`src/hw/vdp_pkg.sv`:
```
`default_nettype none

package vdp_pkg;

	// ------------------------------------------------------------
	// vram geometry
	// ------------------------------------------------------------
	localparam int vram_addr_w = 14;			// 16 KiB
	localparam int vram_depth = 16384;

	// i/o port bases picked by dipsw0
	localparam logic [7:0] port_base_a = 8'h98;	// msx default
	localparam logic [7:0] port_base_b = 8'h88;	// alternate slot

	// ------------------------------------------------------------
	// display timing
	// ------------------------------------------------------------
	localparam logic [8:0] dots_per_line = 9'd342;
	localparam logic [8:0] lines_per_frame = 9'd262;
	localparam logic [8:0] hsync_dots = 9'd26;		// hs low for dots 0..25
	localparam logic [8:0] vsync_lines = 9'd3;		// vs low for lines 0..2
	localparam logic [8:0] frame_flag_line = 9'd192;	// first vblank line

	// slot block -> vdp port logic
	typedef struct packed {
		logic port_sel;		// a0, 0 data port / 1 control port
		logic write;		// 1 out, 0 in
		logic [7:0] wdata;
		logic ioreq;		// claimed i/o cycle
	} bus_req_t;

	// vdp port logic -> vram
	typedef struct packed {
		logic [vram_addr_w-1:0] address;
		logic write;
		logic [7:0] wdata;
	} vram_req_t;

	// second control byte seen as a register write
	typedef struct packed {
		logic [1:0] kind;	// 2'b10 register write
		logic [2:0] spare;
		logic [2:0] reg_num;
	} ctrl_reg_t;

	// second control byte seen as an address setup
	typedef struct packed {
		logic [1:0] kind;	// 2'b01 write setup, 2'b00 read setup
		logic [5:0] addr_hi;
	} ctrl_addr_t;

	// same byte, decoded two ways
	typedef union packed {
		ctrl_reg_t reg_view;
		ctrl_addr_t addr_view;
	} ctrl_byte_u;

endpackage

`default_nettype wire

```
`src/hw/vdp_io.sv`:
```
`timescale 1ns/1ns
`default_nettype none

module vdp_io (
	input wire clk42m,
	input wire reset,
	input wire bus_valid,
	input wire vdp_pkg::bus_req_t bus_req,
	output logic bus_ready,
	output logic [7:0] bus_rdata,
	output logic bus_rdata_en,
	output logic vram_valid,
	output vdp_pkg::vram_req_t vram_req,
	input wire [7:0] vram_rdata,
	input wire vram_rdata_en,
	input wire frame_pulse,
	output logic int_n
);
	logic [7:0] regs [8];		// r#0..r#7
	logic latch_full;		// first control byte held
	logic [7:0] latch_byte;
	logic [vdp_pkg::vram_addr_w-1:0] addr_cnt;
	logic [7:0] rd_buf;		// read-ahead byte
	logic fetching;			// vram read in flight
	logic frame_flag;		// status bit 7

	vdp_pkg::ctrl_byte_u ctrl;
	logic [vdp_pkg::vram_addr_w-1:0] setup_addr;
	logic accept;
	logic ctrl_wr;
	logic ctrl_rd;
	logic data_wr;
	logic data_rd;
	logic second_byte;
	logic reg_wr;
	logic wr_setup;
	logic rd_setup;

	// ------------------------------------------------------------
	// request decode
	// ------------------------------------------------------------
	assign accept = bus_valid & bus_ready & bus_req.ioreq;
	assign ctrl_wr = accept & bus_req.port_sel & bus_req.write;
	assign ctrl_rd = accept & bus_req.port_sel & ~bus_req.write;	// status
	assign data_wr = accept & ~bus_req.port_sel & bus_req.write;
	assign data_rd = accept & ~bus_req.port_sel & ~bus_req.write;

	assign ctrl = bus_req.wdata;
	assign second_byte = ctrl_wr & latch_full;
	assign setup_addr = {ctrl.addr_view.addr_hi, latch_byte};

	// kind[1] set means register write whatever bit 6 holds
	assign reg_wr = second_byte & ctrl.reg_view.kind[1];
	assign wr_setup = second_byte & (ctrl.addr_view.kind == 2'b01);
	assign rd_setup = second_byte & (ctrl.addr_view.kind == 2'b00);

	// ------------------------------------------------------------
	// control state
	// ------------------------------------------------------------
	always_ff @(posedge clk42m) begin
		if (reset) begin
			bus_ready <= 1'b1;
			bus_rdata_en <= 1'b0;
			vram_valid <= 1'b0;
			fetching <= 1'b0;
			latch_full <= 1'b0;
			frame_flag <= 1'b0;
			addr_cnt <= '0;
			regs <= '{default: 8'h00};
		end else begin
			bus_rdata_en <= ctrl_rd | data_rd;	// answer one cycle later
			vram_valid <= data_wr | data_rd | rd_setup;

			// write holds ready low 1 cycle, a fill holds it 2
			if (data_wr || data_rd || rd_setup)
				bus_ready <= 1'b0;
			else if (!fetching || vram_rdata_en)
				bus_ready <= 1'b1;

			if (data_rd || rd_setup)
				fetching <= 1'b1;
			else if (vram_rdata_en)
				fetching <= 1'b0;

			// status read throws away a half written pair
			if (ctrl_rd)
				latch_full <= 1'b0;
			else if (ctrl_wr)
				latch_full <= ~latch_full;

			if (reg_wr)
				regs[ctrl.reg_view.reg_num] <= latch_byte;

			// each fill reads at addr_cnt and steps past it
			if (wr_setup)
				addr_cnt <= setup_addr;
			else if (rd_setup)
				addr_cnt <= setup_addr + 14'd1;
			else if (data_wr || data_rd)
				addr_cnt <= addr_cnt + 14'd1;	// wraps at 16K

			if (frame_pulse)
				frame_flag <= 1'b1;		// set wins over a same-cycle read
			else if (ctrl_rd)
				frame_flag <= 1'b0;
		end
	end

	// ------------------------------------------------------------
	// data path
	// ------------------------------------------------------------
	always_ff @(posedge clk42m) begin
		if (ctrl_wr && !latch_full)
			latch_byte <= bus_req.wdata;

		if (ctrl_rd)
			bus_rdata <= {frame_flag, 7'd0};	// no sprite status bits
		else if (data_rd)
			bus_rdata <= rd_buf;

		if (rd_setup)
			vram_req <= '{address: setup_addr, write: 1'b0, wdata: bus_req.wdata};
		else if (data_wr || data_rd)
			vram_req <= '{address: addr_cnt, write: data_wr, wdata: bus_req.wdata};

		if (vram_rdata_en)
			rd_buf <= vram_rdata;
	end

	// ie0 is r#1 bit 5
	assign int_n = ~(frame_flag & regs[1][5]);

endmodule

`default_nettype wire

```
`config.mk`:
```
export PLATFORM = sky130hd
export DESIGN_NAME = vdp_io
export DESIGN_NICKNAME = d
export VERILOG_FILES = /design/src/hw/vdp_pkg.sv /design/src/hw/vdp_io.sv
export SDC_FILE = /design/constraint.sdc
export NUM_CORES = 1
export LEC_CHECK = 0
export ABC_AREA = 1
export BUFFER_PORTS_ARGS = -buffer_cell sky130_fd_sc_hd__buf_4
export CORE_ASPECT_RATIO = 2
export CORE_MARGIN = 2
export CORE_UTILIZATION = 35
export DETAILED_ROUTE_END_ITERATION = 7
export SLEW_MARGIN = 20
export SYNTH_ARGS = -nofsm -noshare
export SYNTH_HDL_FRONTEND = slang
export SYNTH_SLANG_ARGS = --single-unit
```
`constraint.sdc`:
```
create_clock -name clk42m -period 4.2 [get_ports clk42m]
set_input_delay 0.63 -clock clk42m [delete_from_list [all_inputs] [get_ports clk42m]]
set_output_delay 0.63 -clock clk42m [all_outputs]
set_load 0.01 [all_outputs]
```
==> results.toml <==
[run_status]
outcome = "finished clean"

[grt]
met2_usage_pct = 31.2
grt_usage_pct = 17.3
busiest_layer = "met2"
grt_pass1_wl_microns = 13100
antenna_found_initial = 0
grt_max_degree = 34
grt_remaining_overflow = 0
grt_pass1_vias = 2674
grtUsageMet1_pct = 17.4
grt_use_met3_pct = 2.55

[floorplan]
die_area_sq_mm = 0.00984
row_count = 49
fp.dieW_microns = 71.2
io_pins = 59
core_area_sq_mm = 0.00889
start_util_pct = 35.5
die_y_microns = 138

[power_and_ir_drop]
irDropWorstVdd_mv = 0.234
swShare_pct = 24.2
p_clk_share_pct = 45.1
p_int_mw = 1.19
pwr-share-seq_pct = 47.6
comb_power_share_pct = 7.3
switchingPower_uw = 380
power_leakage_nw = 1.60
p_per_area_mw_per_mm2 = 396

[worst_setup_path]
arrival_ns = 3.11
critPathLaunchType = "flip-flop"
end_kind = "flip-flop"
r2r-start = "latch_full$_SDFFE_PP0N_"
crit_start = "latch_full$_SDFFE_PP0N_"
crit_fanout = 20
cp.required_ns = 4.46
critPathKind = "reg2reg"

[logic_synthesis]
yosysWarnings = 0
synth_edf_count = 39
ys_seq_elements = 68
yosysMostFrequentCell = "nand2_1"
synthTopCellsByArea = "edfxtp_1 37%, dfxtp_1 18%, nand2_1 8.1%"
synthCells = 344
netlist.area_leader.share_pct = 37.1
yosys-top-cells-count = "68 x nand2_1, 42 x inv_1, 39 x edfxtp_1"
yosysTopAreaCell = "edfxtp_1"
synthesis.nets = 369
yosysSeqAreaShare_pct = 55.5
syn_area_per_cell_sq_um = 9.18
synth_top_flop_cell = "edfxtp_1"
synthArstFlopShare_pct = 0
ys_types = 34
synthesis.area_sq_mm = 0.00316

[timing]
fmax_mhz = 351
tns_ns = 0
relSlewSlack_pct = 35.1
worstMarginPinSlew_ns = 0.971
hold_viol_final = 0
slew_violations = 0
period_share_pct = 67.9
rsz0062_at_grt = "false"
clock-skew-final_ns = 0.00534
fin_crit_ns = 2.85
setup_viol = 0

[cells_and_area]
nets = 429
n_fill_cell = 840
postLayoutCellArea_sq_mm = 0.00395
areaGrowthSynthToFinish_pct = 25.2
multi_input_area_sq_mm = 0.00115
diodes = 0
drive_gt1_share_pct = 28.1
seqCellArea_sq_mm = 0.00175

[drt]
drt_iter0_drc = 130
vias_per_cell = 5.13
wirelength_microns = 8190
num_vias = 2623
drc = 0
detail-route-antenna-nets = 0
dr.pass1.iters = 4
wl_per_cell_microns = 16.0

[clock_network]
cts_setup_buffers = 0
cts_tree = "yes"
clk_pin_slew_ns = 0.06
clk_latency_ns = 0.33
cts_buffer_depth = 2
cts_root_buffer = "clkbuf_16"
cts_resized = 0
numCtsBuffers = 9
htree_levels = 3
cts_hold_buf = 0
cts_sinks = 68

[placed_design]
dp_hpwl_microns = 5960
post_dp_cell_area_sq_mm = 0.00367
portBuffers = 58
finalWeightedCongestion = 0.953

[run]
cap_viol_max_count = 0

[hold_path]
hp-class = "reg2reg"
hold_start = "bus_rdata[2]$_SDFFE_PP0P_"
[path summary, 6_finish.rpt]
path | to | slack, ns | cells after the start
worst max-delay path | addr_cnt[4]$_SDFFE_PP0P_ | 1.35 | 9
worst min-delay path | bus_rdata[2]$_SDFFE_PP0P_ | 0.46 | 2
worst max register to register | addr_cnt[4]$_SDFFE_PP0P_ | 1.35 | 9
worst min register to register | bus_rdata[2]$_SDFFE_PP0P_ | 0.46 | 2
[kinds of logic after synthesis]
family,synth area share [%]
flip-flops,55.5
XOR/XNOR,0.277
adder cells (fa/ha/maj),0.396
AO/OA/AOI/OAI,10.2
buffers and inverters,8.08
AND/OR/NAND/NOR,25.6
[power by group through the flow]
| stage | clock [mW] | combinational (mW) | sequential (mW) |
|---|---|---|---|
| 2_1_floorplan | 0 | 0.0424 | 0.765 |
| 5_1_grt | 0.745 | 0.124 | 0.748 |
| 6_report | 0.707 | 0.114 | 0.745 |
| 3_5_place_dp | 0 | 0.115 | 0.759 |
| 4_1_cts | 0.720 | 0.116 | 0.745 |
| 3_3_place_gp | 0 | 0.114 | 0.759 |
[final cells by class]
cell class | instances | area share [%]
Clock inverter | 7 | 1.49
Sequential cell | 68 | 44.3
Inverter | 48 | 4.56
Tap cell | 102 | 3.23
Clock buffer | 9 | 5.70
Timing Repair Buffer | 61 | 11.6
Multi-Input combinational cell | 216 | 29.1
[worst max-delay path, stage by stage (launching register included)]
cell     delay [ns]
dfxtp_1        0.80
nand4_2        0.75
nand2_1        0.30
nand2_2        0.11
ha_1           0.24
nand2_1        0.15
nor2_4         0.08
a21oi_1        0.11
o21ai_0        0.10
a31oi_1        0.13
[layout by cell type, fill, tap and decap left out]
| cell type | Yosys | final |
|---|---|---|
| a21oi_1 | 15 | 15 |
| a21oi_2 | 1 | 1 |
| a22o_1 | 1 | 1 |
| a31oi_1 | 7 | 7 |
| buf_4 | 1 | 61 |
| clkbuf_16 | 0 | 9 |
| clkinv_4 | 0 | 2 |
| clkinvlp_4 | 0 | 2 |
| dfxtp_1 | 29 | 29 |
| edfxtp_1 | 39 | 39 |
| ha_1 | 1 | 1 |
| inv_1 | 42 | 42 |
| inv_2 | 6 | 6 |
| inv_6 | 0 | 3 |
| nand2_1 | 68 | 68 |
| nand2_2 | 9 | 9 |
| nand2_4 | 1 | 1 |
| nand3_1 | 26 | 26 |
| nand3b_1 | 1 | 1 |
| nand4_1 | 11 | 11 |
| nand4_2 | 6 | 6 |
| nor2_1 | 22 | 22 |
| nor2_2 | 5 | 5 |
| nor2_4 | 5 | 5 |
| nor3_1 | 1 | 1 |
| nor3_4 | 1 | 1 |
| nor4_1 | 1 | 1 |
| o21ai_0 | 22 | 22 |
| o21ai_2 | 2 | 2 |
| o21bai_2 | 1 | 1 |
| o221ai_1 | 1 | 1 |
| o22ai_1 | 6 | 6 |
| or2_2 | 1 | 1 |
| xor2_1 | 1 | 1 |
[state kept, by name (all words and copies together), names as in the netlist, 8 cells and up]
signal and count:
latch_byte 8, rd_buf 8, addr_cnt 14, bus_rdata 8
vram_req 23
[through the flow]
stage          util [%]  hold slack (ns)  cells  power, mW  setup slack (ns)
2_1_floorplan         -            0.439    344      0.807              2.06
3_3_place_gp       41.3            0.454    495      0.873              1.14
3_5_place_dp       41.3            0.455    495      0.874              1.08
4_1_cts            44.5            0.462    511       1.58              1.35
5_1_grt            44.5            0.460    511       1.62              1.07
6_report           44.5            0.461    511       1.57              1.35
[metal layers]
layer,part of all wire [%],routed length [microns]
met1,35,2910
met2,56,4600
met3,3.9,323
met4,4.4,359
met5,0,0
Power figures use the tool's default switching activity.
