**src/hw/vdp_pkg.sv**
```systemverilog
`default_nettype none

package vdp_pkg;

	// ------------------------------------------------------------
	// vram geometry
	// ------------------------------------------------------------
	localparam int vram_addr_w = 14;			// 16 KiB
	localparam int vram_depth = 16384;

	// i/o port bases picked by dipsw0
	localparam logic [7:0] port_base_a = 8'h98;	// msx default
	localparam logic [7:0] port_base_b = 8'h88;	// alternate slot

	// ------------------------------------------------------------
	// display timing
	// ------------------------------------------------------------
	localparam logic [8:0] dots_per_line = 9'd342;
	localparam logic [8:0] lines_per_frame = 9'd262;
	localparam logic [8:0] hsync_dots = 9'd26;		// hs low for dots 0..25
	localparam logic [8:0] vsync_lines = 9'd3;		// vs low for lines 0..2
	localparam logic [8:0] frame_flag_line = 9'd192;	// first vblank line

	// slot block -> vdp port logic
	typedef struct packed {
		logic port_sel;		// a0, 0 data port / 1 control port
		logic write;		// 1 out, 0 in
		logic [7:0] wdata;
		logic ioreq;		// claimed i/o cycle
	} bus_req_t;

	// vdp port logic -> vram
	typedef struct packed {
		logic [vram_addr_w-1:0] address;
		logic write;
		logic [7:0] wdata;
	} vram_req_t;

	// second control byte seen as a register write
	typedef struct packed {
		logic [1:0] kind;	// 2'b10 register write
		logic [2:0] spare;
		logic [2:0] reg_num;
	} ctrl_reg_t;

	// second control byte seen as an address setup
	typedef struct packed {
		logic [1:0] kind;	// 2'b01 write setup, 2'b00 read setup
		logic [5:0] addr_hi;
	} ctrl_addr_t;

	// same byte, decoded two ways
	typedef union packed {
		ctrl_reg_t reg_view;
		ctrl_addr_t addr_view;
	} ctrl_byte_u;

endpackage

`default_nettype wire

```
**src/hw/vdp_timing.sv**
```systemverilog
`timescale 1ns/1ns
`default_nettype none

module vdp_timing (
	input wire clk42m,
	input wire reset,
	output logic p_video_hs,	// active low
	output logic p_video_vs,	// active low
	output logic frame_pulse	// start of vblank
);
	logic [8:0] dot_cnt;	// 0..341
	logic [8:0] line_cnt;	// 0..261
	logic line_end;
	logic frame_end;

	assign line_end = (dot_cnt == vdp_pkg::dots_per_line - 9'd1);
	assign frame_end = (line_cnt == vdp_pkg::lines_per_frame - 9'd1);

	// ------------------------------------------------------------
	// dot and line counters
	// ------------------------------------------------------------
	always_ff @(posedge clk42m) begin
		if (reset) begin
			dot_cnt <= '0;
			line_cnt <= '0;
		end else if (line_end) begin
			dot_cnt <= '0;
			line_cnt <= frame_end ? 9'd0 : line_cnt + 9'd1;
		end else begin
			dot_cnt <= dot_cnt + 9'd1;
		end
	end

	// ------------------------------------------------------------
	// sync and frame pulse, one register stage behind the counters
	// ------------------------------------------------------------
	always_ff @(posedge clk42m) begin
		if (reset) begin
			p_video_hs <= 1'b1;
			p_video_vs <= 1'b1;
			frame_pulse <= 1'b0;
		end else begin
			p_video_hs <= (dot_cnt >= vdp_pkg::hsync_dots);
			p_video_vs <= (line_cnt >= vdp_pkg::vsync_lines);	// whole lines
			frame_pulse <= (line_cnt == vdp_pkg::frame_flag_line) && (dot_cnt == 9'd0);
		end
	end

endmodule

`default_nettype wire

```
**config.mk**
```make
export PLATFORM = sky130hd
export DESIGN_NAME = vdp_timing
export DESIGN_NICKNAME = d
export VERILOG_FILES = /design/src/hw/vdp_pkg.sv /design/src/hw/vdp_timing.sv
export SDC_FILE = /design/constraint.sdc
export NUM_CORES = 1
export LEC_CHECK = 0
export ABC_CLOCK_PERIOD_IN_PS = 1500
export BUFFER_PORTS_ARGS = -buffer_cell sky130_fd_sc_hd__clkbuf_2
export CAP_MARGIN = 0
export CORE_ASPECT_RATIO = 1.25
export CORE_MARGIN = 3
export CORE_UTILIZATION = 25
export DETAILED_ROUTE_END_ITERATION = 6
export SLEW_MARGIN = 30
export SYNTH_ARGS = -nofsm -noshare
export SYNTH_HDL_FRONTEND = slang
export SYNTH_SLANG_ARGS = --single-unit
```
**constraint.sdc**
```tcl
create_clock -name clk42m -period 1.5 [get_ports clk42m]
set_input_delay 0.15 -clock clk42m [delete_from_list [all_inputs] [get_ports clk42m]]
set_output_delay 0.15 -clock clk42m [all_outputs]
set_load 0.005 [all_outputs]
```
==> results.sh, run 1 <==
export IMPL_cts_buffer_depth=2
export IMPL_crit_path_max_fanout=5
export IMPL_grt_pass1_wl_um=4720
export IMPL_synth_area_mm2=0.00104
export IMPL_overflow=0
export IMPL_synthFlopType="dfxtp_1"
export IMPL_fin_util_pct=38.1
export IMPL_nFillCells=389
export IMPL_wl_per_cell_um=13.8
export IMPL_via_count=966
export IMPL_ant_nets=0
export IMPL_fin_area_mm2=0.00149
export IMPL_gp_congestion=0.853
export IMPL_nets=154
export IMPL_synth_edf_count=0
export IMPL_clk_pin_slew_ps=80
export IMPL_crit_type="reg2reg"
export IMPL_grt_usage_pct=12.0
export IMPL_viasPerCell=4.88
export IMPL_yosys_top_cells_area="dfxtp_1 (40%), xnor2_1 (9.2%), ha_1 (8.4%)"
export IMPL_synthTopCellsByCount="dfxtp_1 (21), nor2_1 (19), xnor2_1 (11)"
export IMPL_io_buffers=4
export IMPL_synth_most_common_cell="dfxtp_1"
export IMPL_numCtsBuffers=3
export IMPL_clock_latency_ps=270
export IMPL_rsz0062_at_grt="true"
export IMPL_asyncSetResetFlopFracSynth_pct=0
export IMPL_cts_root_buf="clkbuf_8"
export IMPL_whs_path_depth=3
export IMPL_ys_seq_area_share_pct=40.2
export IMPL_antenna_cells=0
export IMPL_drt_iter0_drc=64
export IMPL_syn_instance_count=116
export IMPL_tightest_slew_ps=614
export IMPL_synth_cell_types=29
export IMPL_slew_headroom_pct=58.7
export IMPL_crit_required_ps=1660
export IMPL_violations="setup timing"
export IMPL_end_kind="flip-flop"
export IMPL_avgSynthCellArea_um2=9.01
export IMPL_fin_ws_ps=-190
export IMPL_syn_nets=125
export IMPL_start_kind="flip-flop"
export IMPL_coreArea_mm2=0.00391
export IMPL_firstDrtPassIters=4
export IMPL_yosys_area_top_type="dfxtp_1"
export IMPL_r2r_worst_path_cells=7
export IMPL_ios=5
export IMPL_routed_wl_um=2730
export IMPL_grt_max_degree=13
export IMPL_h_tree_depth=1
export IMPL_grt_pass1_vias=985
export IMPL_clock_skew_ps=4.51
export IMPL_synth_seq_cells=21
export IMPL_fin_crit_ps=1690
export IMPL_area_delta_synth_final_pct=42.6
export IMPL_finalHoldViolations=0
export IMPL_die_area_mm2=0.00500
export IMPL_yosys_warnings=0
export IMPL_cts_tree="done"
export IMPL_clock_sinks=21
export IMPL_period_share_pct=113
export IMPL_hold_class="in2reg"
export IMPL_outcome="finished with violations"
export IMPL_start_util_pct=26.7
export IMPL_antenna_found_initial=0
export IMPL_rows=25
export IMPL_max_freq_mhz=592
export IMPL_p_leak_nw=0.572
export IMPL_worst_ep_arrival_time_ps=1850
export IMPL_powerDensity_mw_per_mm2=728
export IMPL_multi_input_area_um2=726
export IMPL_die_h_um=78.3
export IMPL_synth_top_cell_area_share_pct=40.2
export IMPL_maxCapViolCount=0
export IMPL_hpwl_um=1860
export IMPL_fp_dieW_um=63.8
export IMPL_ir_worst_vdd_mv=0.284
export IMPL_regArea_um2=424
export IMPL_place_area_mm2=0.00129
export IMPL_slew_violations=0
export IMPL_setup_viol=19
export IMPL_drive_above_1_share_pct=41.7
export IMPL_post_route_drc_count=0
-- cells in the final DEF, fill, tap and decap left out, drive strengths merged --
cell type and count:
buf 22, nor2 22, dfxtp 21, xnor2 11, nand3 7, inv 7
ha 7, clkbuf 7, nor4 7, nand4 6, xor2 3, or4 3
a21oi 3, and4 2, a31o 2, or2 2, nand2 2, or4b 2
nor4b 1, and2 1, and3 1, nor3 1, o21ai 1, nand3b 1
o31ai 1, clkinv 1
-- cell families after synthesis --
group           count (synthesis)  share of synthesized area [%]
simple gates                   57                           31.0
buf+inv                        11                           5.15
xor+xnor                       14                           11.7
compound gates                  6                           3.47
fa+ha+maj                       7                           8.38
flops                          21                           40.2
-- layout make-up --
type                       count  share of cell area [%]
multi-input combinational     86                    48.7
clock buffer                   3                    2.77
inverter                       7                    1.76
clock inverter                 1                   0.336
timing repair buffer          26                    13.4
tap                           54                    4.53
sequential                    21                    28.5
-- metal layers --
metal | global-route usage (%) | vias to the layer above | part of all wire (%)
li1 | - | 462 | -
met1 | 12.8 | 474 | 39
met2 | 22.3 | 22 | 56
met3 | 3.29 | 8 | 3.4
met4 | 3.67 | 0 | 1.3
met5 | 0 | - | 0
-- worst max-delay path, stage by stage (launching register included) --
cell,delay (ps)
dfxtp_2,330
inv_2,70
ha_4,120
or4b_4,510
buf_6,150
nor4_4,180
xnor2_1,180
nor2_2,40
-- final timing paths --
kind,slack (ps),start,end
max,-190,dot_cnt[1],line_cnt[8]
min,230,reset,p_video_hs
max reg2reg,-190,dot_cnt[1],line_cnt[8]
min reg2reg,560,line_cnt[7],frame_pulse
-- where the power goes --
group / total, W / switching (W) / leakage, nW / internal, W
combinational: 0.000129 / 0.0000620 / 0.375 / 0.0000674
sequential: 0.000574 / 0.00000624 / 0.172 / 0.000568
clock: 0.000381 / 0.000196 / 0.0255 / 0.000185
-- sequential cells by signal, indices dropped and copies added (netlist names) --
signal / count
p_video_vs: 1
frame_pulse: 1
line_cnt: 9
p_video_hs: 1
dot_cnt: 9
-- stage by stage --
step	setup TNS (ps)	instances	setup WS [ps]	hold WS [ps]	total power, W
5_1_grt	-4090	198	-283	279	0.00113
2_1_floorplan	-949	116	-99.4	253	0.000649
6_report	-2800	198	-190	230	0.00108
3_5_place_dp	-2320	188	-188	440	0.000683
4_1_cts	-2280	197	-152	211	0.00109
3_3_place_gp	-1730	188	-138	446	0.000679
-- timing repair --
action                     in CTS  in global routing
hold buffers                    0                  0
cloned                          2                  0
setup buffers                   3                  1
gates resized for setup        12                 11
pin swaps                      14                  5
setup endpoints to repair      19                 20
(Power assumes the default switching activity.)
==> run 2, diff against run 1 <==
Settings changed: PLACE_DENSITY from default to 0.5.
==> run 2 against run 1 <==
Net effect:
- the flow still finishes with violations (setup timing)
- hold slack gained 45 ps
- critical path type unchanged
- sequential share of layout area shrank 0.18 points
- largest power group unchanged
- highest routed layer unchanged
- maximum frequency grew 3.3%
- clock-buffer cell count grew 1
- register-to-register slack gained 50 ps
==> results.sh, run 2 (synthesis results as in run 1) <==
export IMPL_grt_usage_pct=11.6
export IMPL_clock_skew_ps=1.70
export IMPL_wl_per_cell_um=13.1
export IMPL_placed_cells=189
export IMPL_die_h_um=78.3
export IMPL_rsz0062_at_grt="true"
export IMPL_grt_pass1_vias=973
export IMPL_clock_sinks=21
export IMPL_cp_top_family="simple AND/OR/NAND/NOR gates"
export IMPL_grt_pass1_wl_um=4570
export IMPL_place_area_mm2=0.00130
export IMPL_hpwl_um=1790
export IMPL_slew_violations=0
export IMPL_routed_wl_um=2610
export IMPL_powerDensity_mw_per_mm2=721
export IMPL_crit_slowest_cell="or4b_4"
export IMPL_firstDrtPassIters=4
export IMPL_final_cell_mix="buf_4 (21), dfxtp_1 (19), nor2_2 (11), xnor2_1 (10), nor2_1 (10)"
export IMPL_viasPerCell=4.75
export IMPL_die_area_mm2=0.00500
export IMPL_violations="setup timing"
export IMPL_fin_ws_ps=-136
export IMPL_slew_headroom_pct=56.8
export IMPL_outcome="finished with violations"
export IMPL_cts_buffer_depth=2
export IMPL_numCtsBuffers=3
export IMPL_clock_latency_ps=260
export IMPL_coreArea_mm2=0.00391
export IMPL_dpl_worst_slack_ps=-147
export IMPL_cts_root_buf="clkbuf_8"
export IMPL_period_share_pct=109
export IMPL_final_common_cell="buf_4"
export IMPL_holdBufCountCts=0
export IMPL_path_cells="inv_2 > ha_4 > or4b_4 > nor2_4 > buf_6 > or2_4 > nor2_1"
export IMPL_finalHoldViolations=0
export IMPL_ios=5
export IMPL_crit_required_ps=1660
export IMPL_crit_buf_inv=2
export IMPL_instances_no_fill=199
export IMPL_largestRegisters="dot_cnt (9), line_cnt (9)"
export IMPL_crit_type="reg2reg"
export IMPL_whs_ps=276
export IMPL_start_util_pct=26.7
export IMPL_rows=25
export IMPL_worst_ep_arrival_time_ps=1790
export IMPL_fin_area_mm2=0.00150
export IMPL_antenna_cells=0
export IMPL_fp_dieW_um=63.8
export IMPL_drive_above_1_share_pct=42.1
export IMPL_ant_nets=0
export IMPL_finalPower_w=0.00108
export IMPL_p_leak_nw=0.570
export IMPL_post_route_drc_count=0
export IMPL_crit_path_max_fanout=5
export IMPL_grt_max_degree=12
export IMPL_gp_congestion=0.818
export IMPL_drt_iter0_drc=28
export IMPL_setup_viol=19
export IMPL_max_freq_mhz=611
export IMPL_maxCapViolCount=0
export IMPL_h_tree_depth=1
export IMPL_overflow=0
export IMPL_via_count=946
export IMPL_end_kind="flip-flop"
export IMPL_io_buffers=4
export IMPL_fin_crit_ps=1640
export IMPL_critPathMaxStageDelay_ps=510
export IMPL_area_delta_synth_final_pct=43.1
export IMPL_antenna_found_initial=0
export IMPL_hold_class="in2reg"
export IMPL_cts_tree="done"
export IMPL_ir_worst_vdd_mv=0.423
export IMPL_nets=155
export IMPL_start_kind="flip-flop"
export IMPL_clk_pin_slew_ps=70
export IMPL_tightest_slew_ps=642
-- run 2: worst reg2reg max path: stages (launching register included) --
cell,delay [ps]
dfxtp_2,330
inv_2,70
ha_4,120
or4b_4,510
nor2_4,160
buf_6,140
or2_4,160
nor2_1,50
-- run 2: power by group --
group	internal [W]	leakage, nW	switching [W]
Combinational	0.0000712	0.376	0.0000641
Clock	0.000189	0.0228	0.000179
Sequential	0.000568	0.171	0.00000646
-- run 2: layout make-up --
class | instances | area, um^2
multi-input combinational | 86 | 724
clock buffer | 4 | 45.0
sequential | 21 | 423
fill | 399 | 2410
timing repair buffer | 27 | 209
inverter | 7 | 26.3
tap | 54 | 67.6
-- run 2: layer usage --
metal / up-vias / wire [um] / GRT usage, %
met2: 26 / 1350 / 21.1
li1: 461 / - / -
met3: 6 / 99 / 3.72
met4: 0 / 63 / 4.54
met1: 453 / 1090 / 12.2
met5: - / 0 / 0
-- run 2: final timing paths --
| path | startpoint | slack (ps) | to | cells after the start |
|---|---|---|---|---|
| min | reset | 280 | p_video_hs | 3 |
| max reg2reg | dot_cnt[1] | -140 | dot_cnt[0] | 7 |
| min reg2reg | dot_cnt[0] | 560 | dot_cnt[0] | 2 |
| max | dot_cnt[1] | -140 | dot_cnt[0] | 7 |
-- run 2: stage by stage --
| stage | utilization, % | TNS [ps] |
|---|---|---|
| floorplan | - | -949 |
| global placement | 33.2 | -1750 |
| detailed placement | 33.2 | -1920 |
| CTS | 37.2 | -1940 |
| global route | 38.2 | -2990 |
| finish | 38.2 | -1950 |
-- run 2: repair_timing --
item                                    in CTS  in global routing
pin swaps                                   14                  4
cloned                                       2                  0
gates resized for setup                      9                 11
endpoints found under the setup margin      18                 21
setup buffers                                4                  0
==> run 3, diff against run 2 <==
Settings changed: ABC_CLOCK_PERIOD_IN_PS 1500 to 1900, MAX_ROUTING_LAYER from default to met4, PLACE_DENSITY 0.5 to 0.48.
Clock period 1.5 ns to 1.9 ns, I/O delays scaled along.
==> run 3 against run 2 <==
Net effect:
- the flow now finishes without violations
- via count shrank 15%
- clock-buffer cell count shrank 1
- clock skew hardly changed
- largest cell class unchanged
- largest power group unchanged
==> results.sh, run 3 (synthesis results as in run 1) <==
export IMPL_outcome="complete, no violations"
export IMPL_r2r_start="dot_cnt[1]"
export IMPL_powerDensity_mw_per_mm2=670
export IMPL_wl_per_cell_um=11.6
export IMPL_worst_ep_arrival_time_ps=1950
export IMPL_finalHoldViolations=0
export IMPL_fin_setup_tns_ps=0
export IMPL_place_area_mm2=0.00112
export IMPL_slew_headroom_pct=69.3
export IMPL_tightest_slew_ps=456
export IMPL_cp_top_family="simple AND/OR/NAND/NOR gates"
export IMPL_crit_type="reg2reg"
export IMPL_end_kind="flip-flop"
export IMPL_hold_start="reset"
export IMPL_fin_crit_ps=1790
export IMPL_hpwl_um=1560
export IMPL_path_cells="inv_1 > ha_1 > or4b_4 > nor4_1 > xnor2_1 > nor2_2"
export IMPL_overflow=0
export IMPL_fin_ws_ps=111
export IMPL_clock_skew_ps=1.99
export IMPL_maxCapViolCount=0
export IMPL_cts_post_setup_buffers_inserted=0
export IMPL_use_met3_pct=3.00
export IMPL_clock_sinks=21
export IMPL_ios=5
export IMPL_io_buffers=4
export IMPL_setup_viol=0
export IMPL_crit_path_max_fanout=5
export IMPL_global_route_usage_met2_pct=14.3
export IMPL_cts_tree="done"
export IMPL_crit_buf_inv=1
export IMPL_clk_pin_slew_ps=80
export IMPL_largestRegisters="dot_cnt (9), line_cnt (9)"
export IMPL_p_leak_nw=0.424
export IMPL_clock_latency_ps=260
export IMPL_fin_area_mm2=0.00119
export IMPL_antenna_cells=0
export IMPL_hold_class="in2reg"
export IMPL_critPathMaxStageDelay_ps=500
export IMPL_dpl_worst_slack_ps=80.0
export IMPL_final_cell_mix="dfxtp_1 (21), nor2_1 (19), xnor2_1 (11)"
export IMPL_slew_violations=0
export IMPL_top_usage_layer="met2"
export IMPL_fp_dieW_um=63.8
export IMPL_start_util_pct=26.7
export IMPL_crit_slowest_cell="or4b_4"
export IMPL_die_area_mm2=0.00500
export IMPL_area_delta_synth_final_pct=13.9
export IMPL_grt_pass1_wl_um=3500
export IMPL_ant_nets=0
export IMPL_grt_max_degree=13
export IMPL_h_tree_depth=1
export IMPL_die_h_um=78.3
export IMPL_whs_ps=221
export IMPL_post_route_drc_count=0
export IMPL_antenna_found_initial=0
export IMPL_setup_worst_path_start="dot_cnt[1]"
export IMPL_via_count=804
export IMPL_rows=25
export IMPL_grt_usage_pct=9.20
export IMPL_nets=132
export IMPL_drive_above_1_share_pct=14.8
export IMPL_period_share_pct=94.2
export IMPL_max_freq_mhz=559
export IMPL_holdBufCountCts=0
export IMPL_numCtsBuffers=3
export IMPL_met1_usage_pct=11.1
export IMPL_ctsResizeCount=0
export IMPL_routed_wl_um=2040
export IMPL_cts_buffer_depth=2
export IMPL_crit_required_ps=2060
export IMPL_gp_congestion=0.845
export IMPL_drt_iter0_drc=43
export IMPL_final_common_cell="dfxtp_1"
export IMPL_viasPerCell=4.57
export IMPL_start_kind="flip-flop"
export IMPL_cts_root_buf="clkbuf_8"
export IMPL_ir_worst_vdd_mv=0.445
export IMPL_grt_pass1_vias=732
export IMPL_coreArea_mm2=0.00391
export IMPL_firstDrtPassIters=4
[run 3: cell types whose count changed in the layout (fill, tap and decap cells not counted), sizes merged]
cell	previous run	this run
a31o	2	1
clkbuf	8	7
or2	2	1
buf	23	2
clkinv	0	1
[run 3: final timing paths]
path	endpoint	depth (start not counted)	slack, ps
setup / recovery	line_cnt[7]	6	110
hold / removal	p_video_hs	3	220
setup reg to reg	line_cnt[7]	6	110
hold reg to reg	frame_pulse	2	540
[run 3: cell type report]
type	instances	area, um^2
fill	421	2720
multi-input combinational	84	594
sequential	21	420
tap	54	67.6
clock buffer	3	41.3
timing repair buffer	6	35.0
inverter	7	26.3
clock inverter	1	5.00
[run 3: worst min-delay path: cells and delay by family]
kind | cells | cell delay, ps
buffers and inverters | 1 | 130
AO/OA/AOI/OAI | 1 | 60
AND/OR/NAND/NOR | 1 | 60
[run 3: routing by layer]
layer  part of all wire, %  vias to the layer above  wire, um
met2                    48                        8       989
met1                    47                      377       962
met3                   3.0                        2        61
met5                     0                        -         0
li1                      -                      417         -
met4                   1.4                        0        29
[run 3: where the power goes]
part | total (W) | switching, W | leakage [nW] | internal [W]
Combinational | 0.0000525 | 0.0000280 | 0.228 | 0.0000246
Clock | 0.000289 | 0.000143 | 0.0255 | 0.000146
Sequential | 0.000456 | 0.00000851 | 0.170 | 0.000448
Total | 0.000798 | 0.000180 | 0.424 | 0.000618
[run 3: stage by stage]
step	total power, W	instances	util (%)
final	0.000798	176	30.4
after global routing	0.000853	176	30.4
after CTS	0.000818	176	29.8
after detailed placement	0.000516	172	28.6
after global placement	0.000515	172	28.6
after floorplan	0.000503	116	-
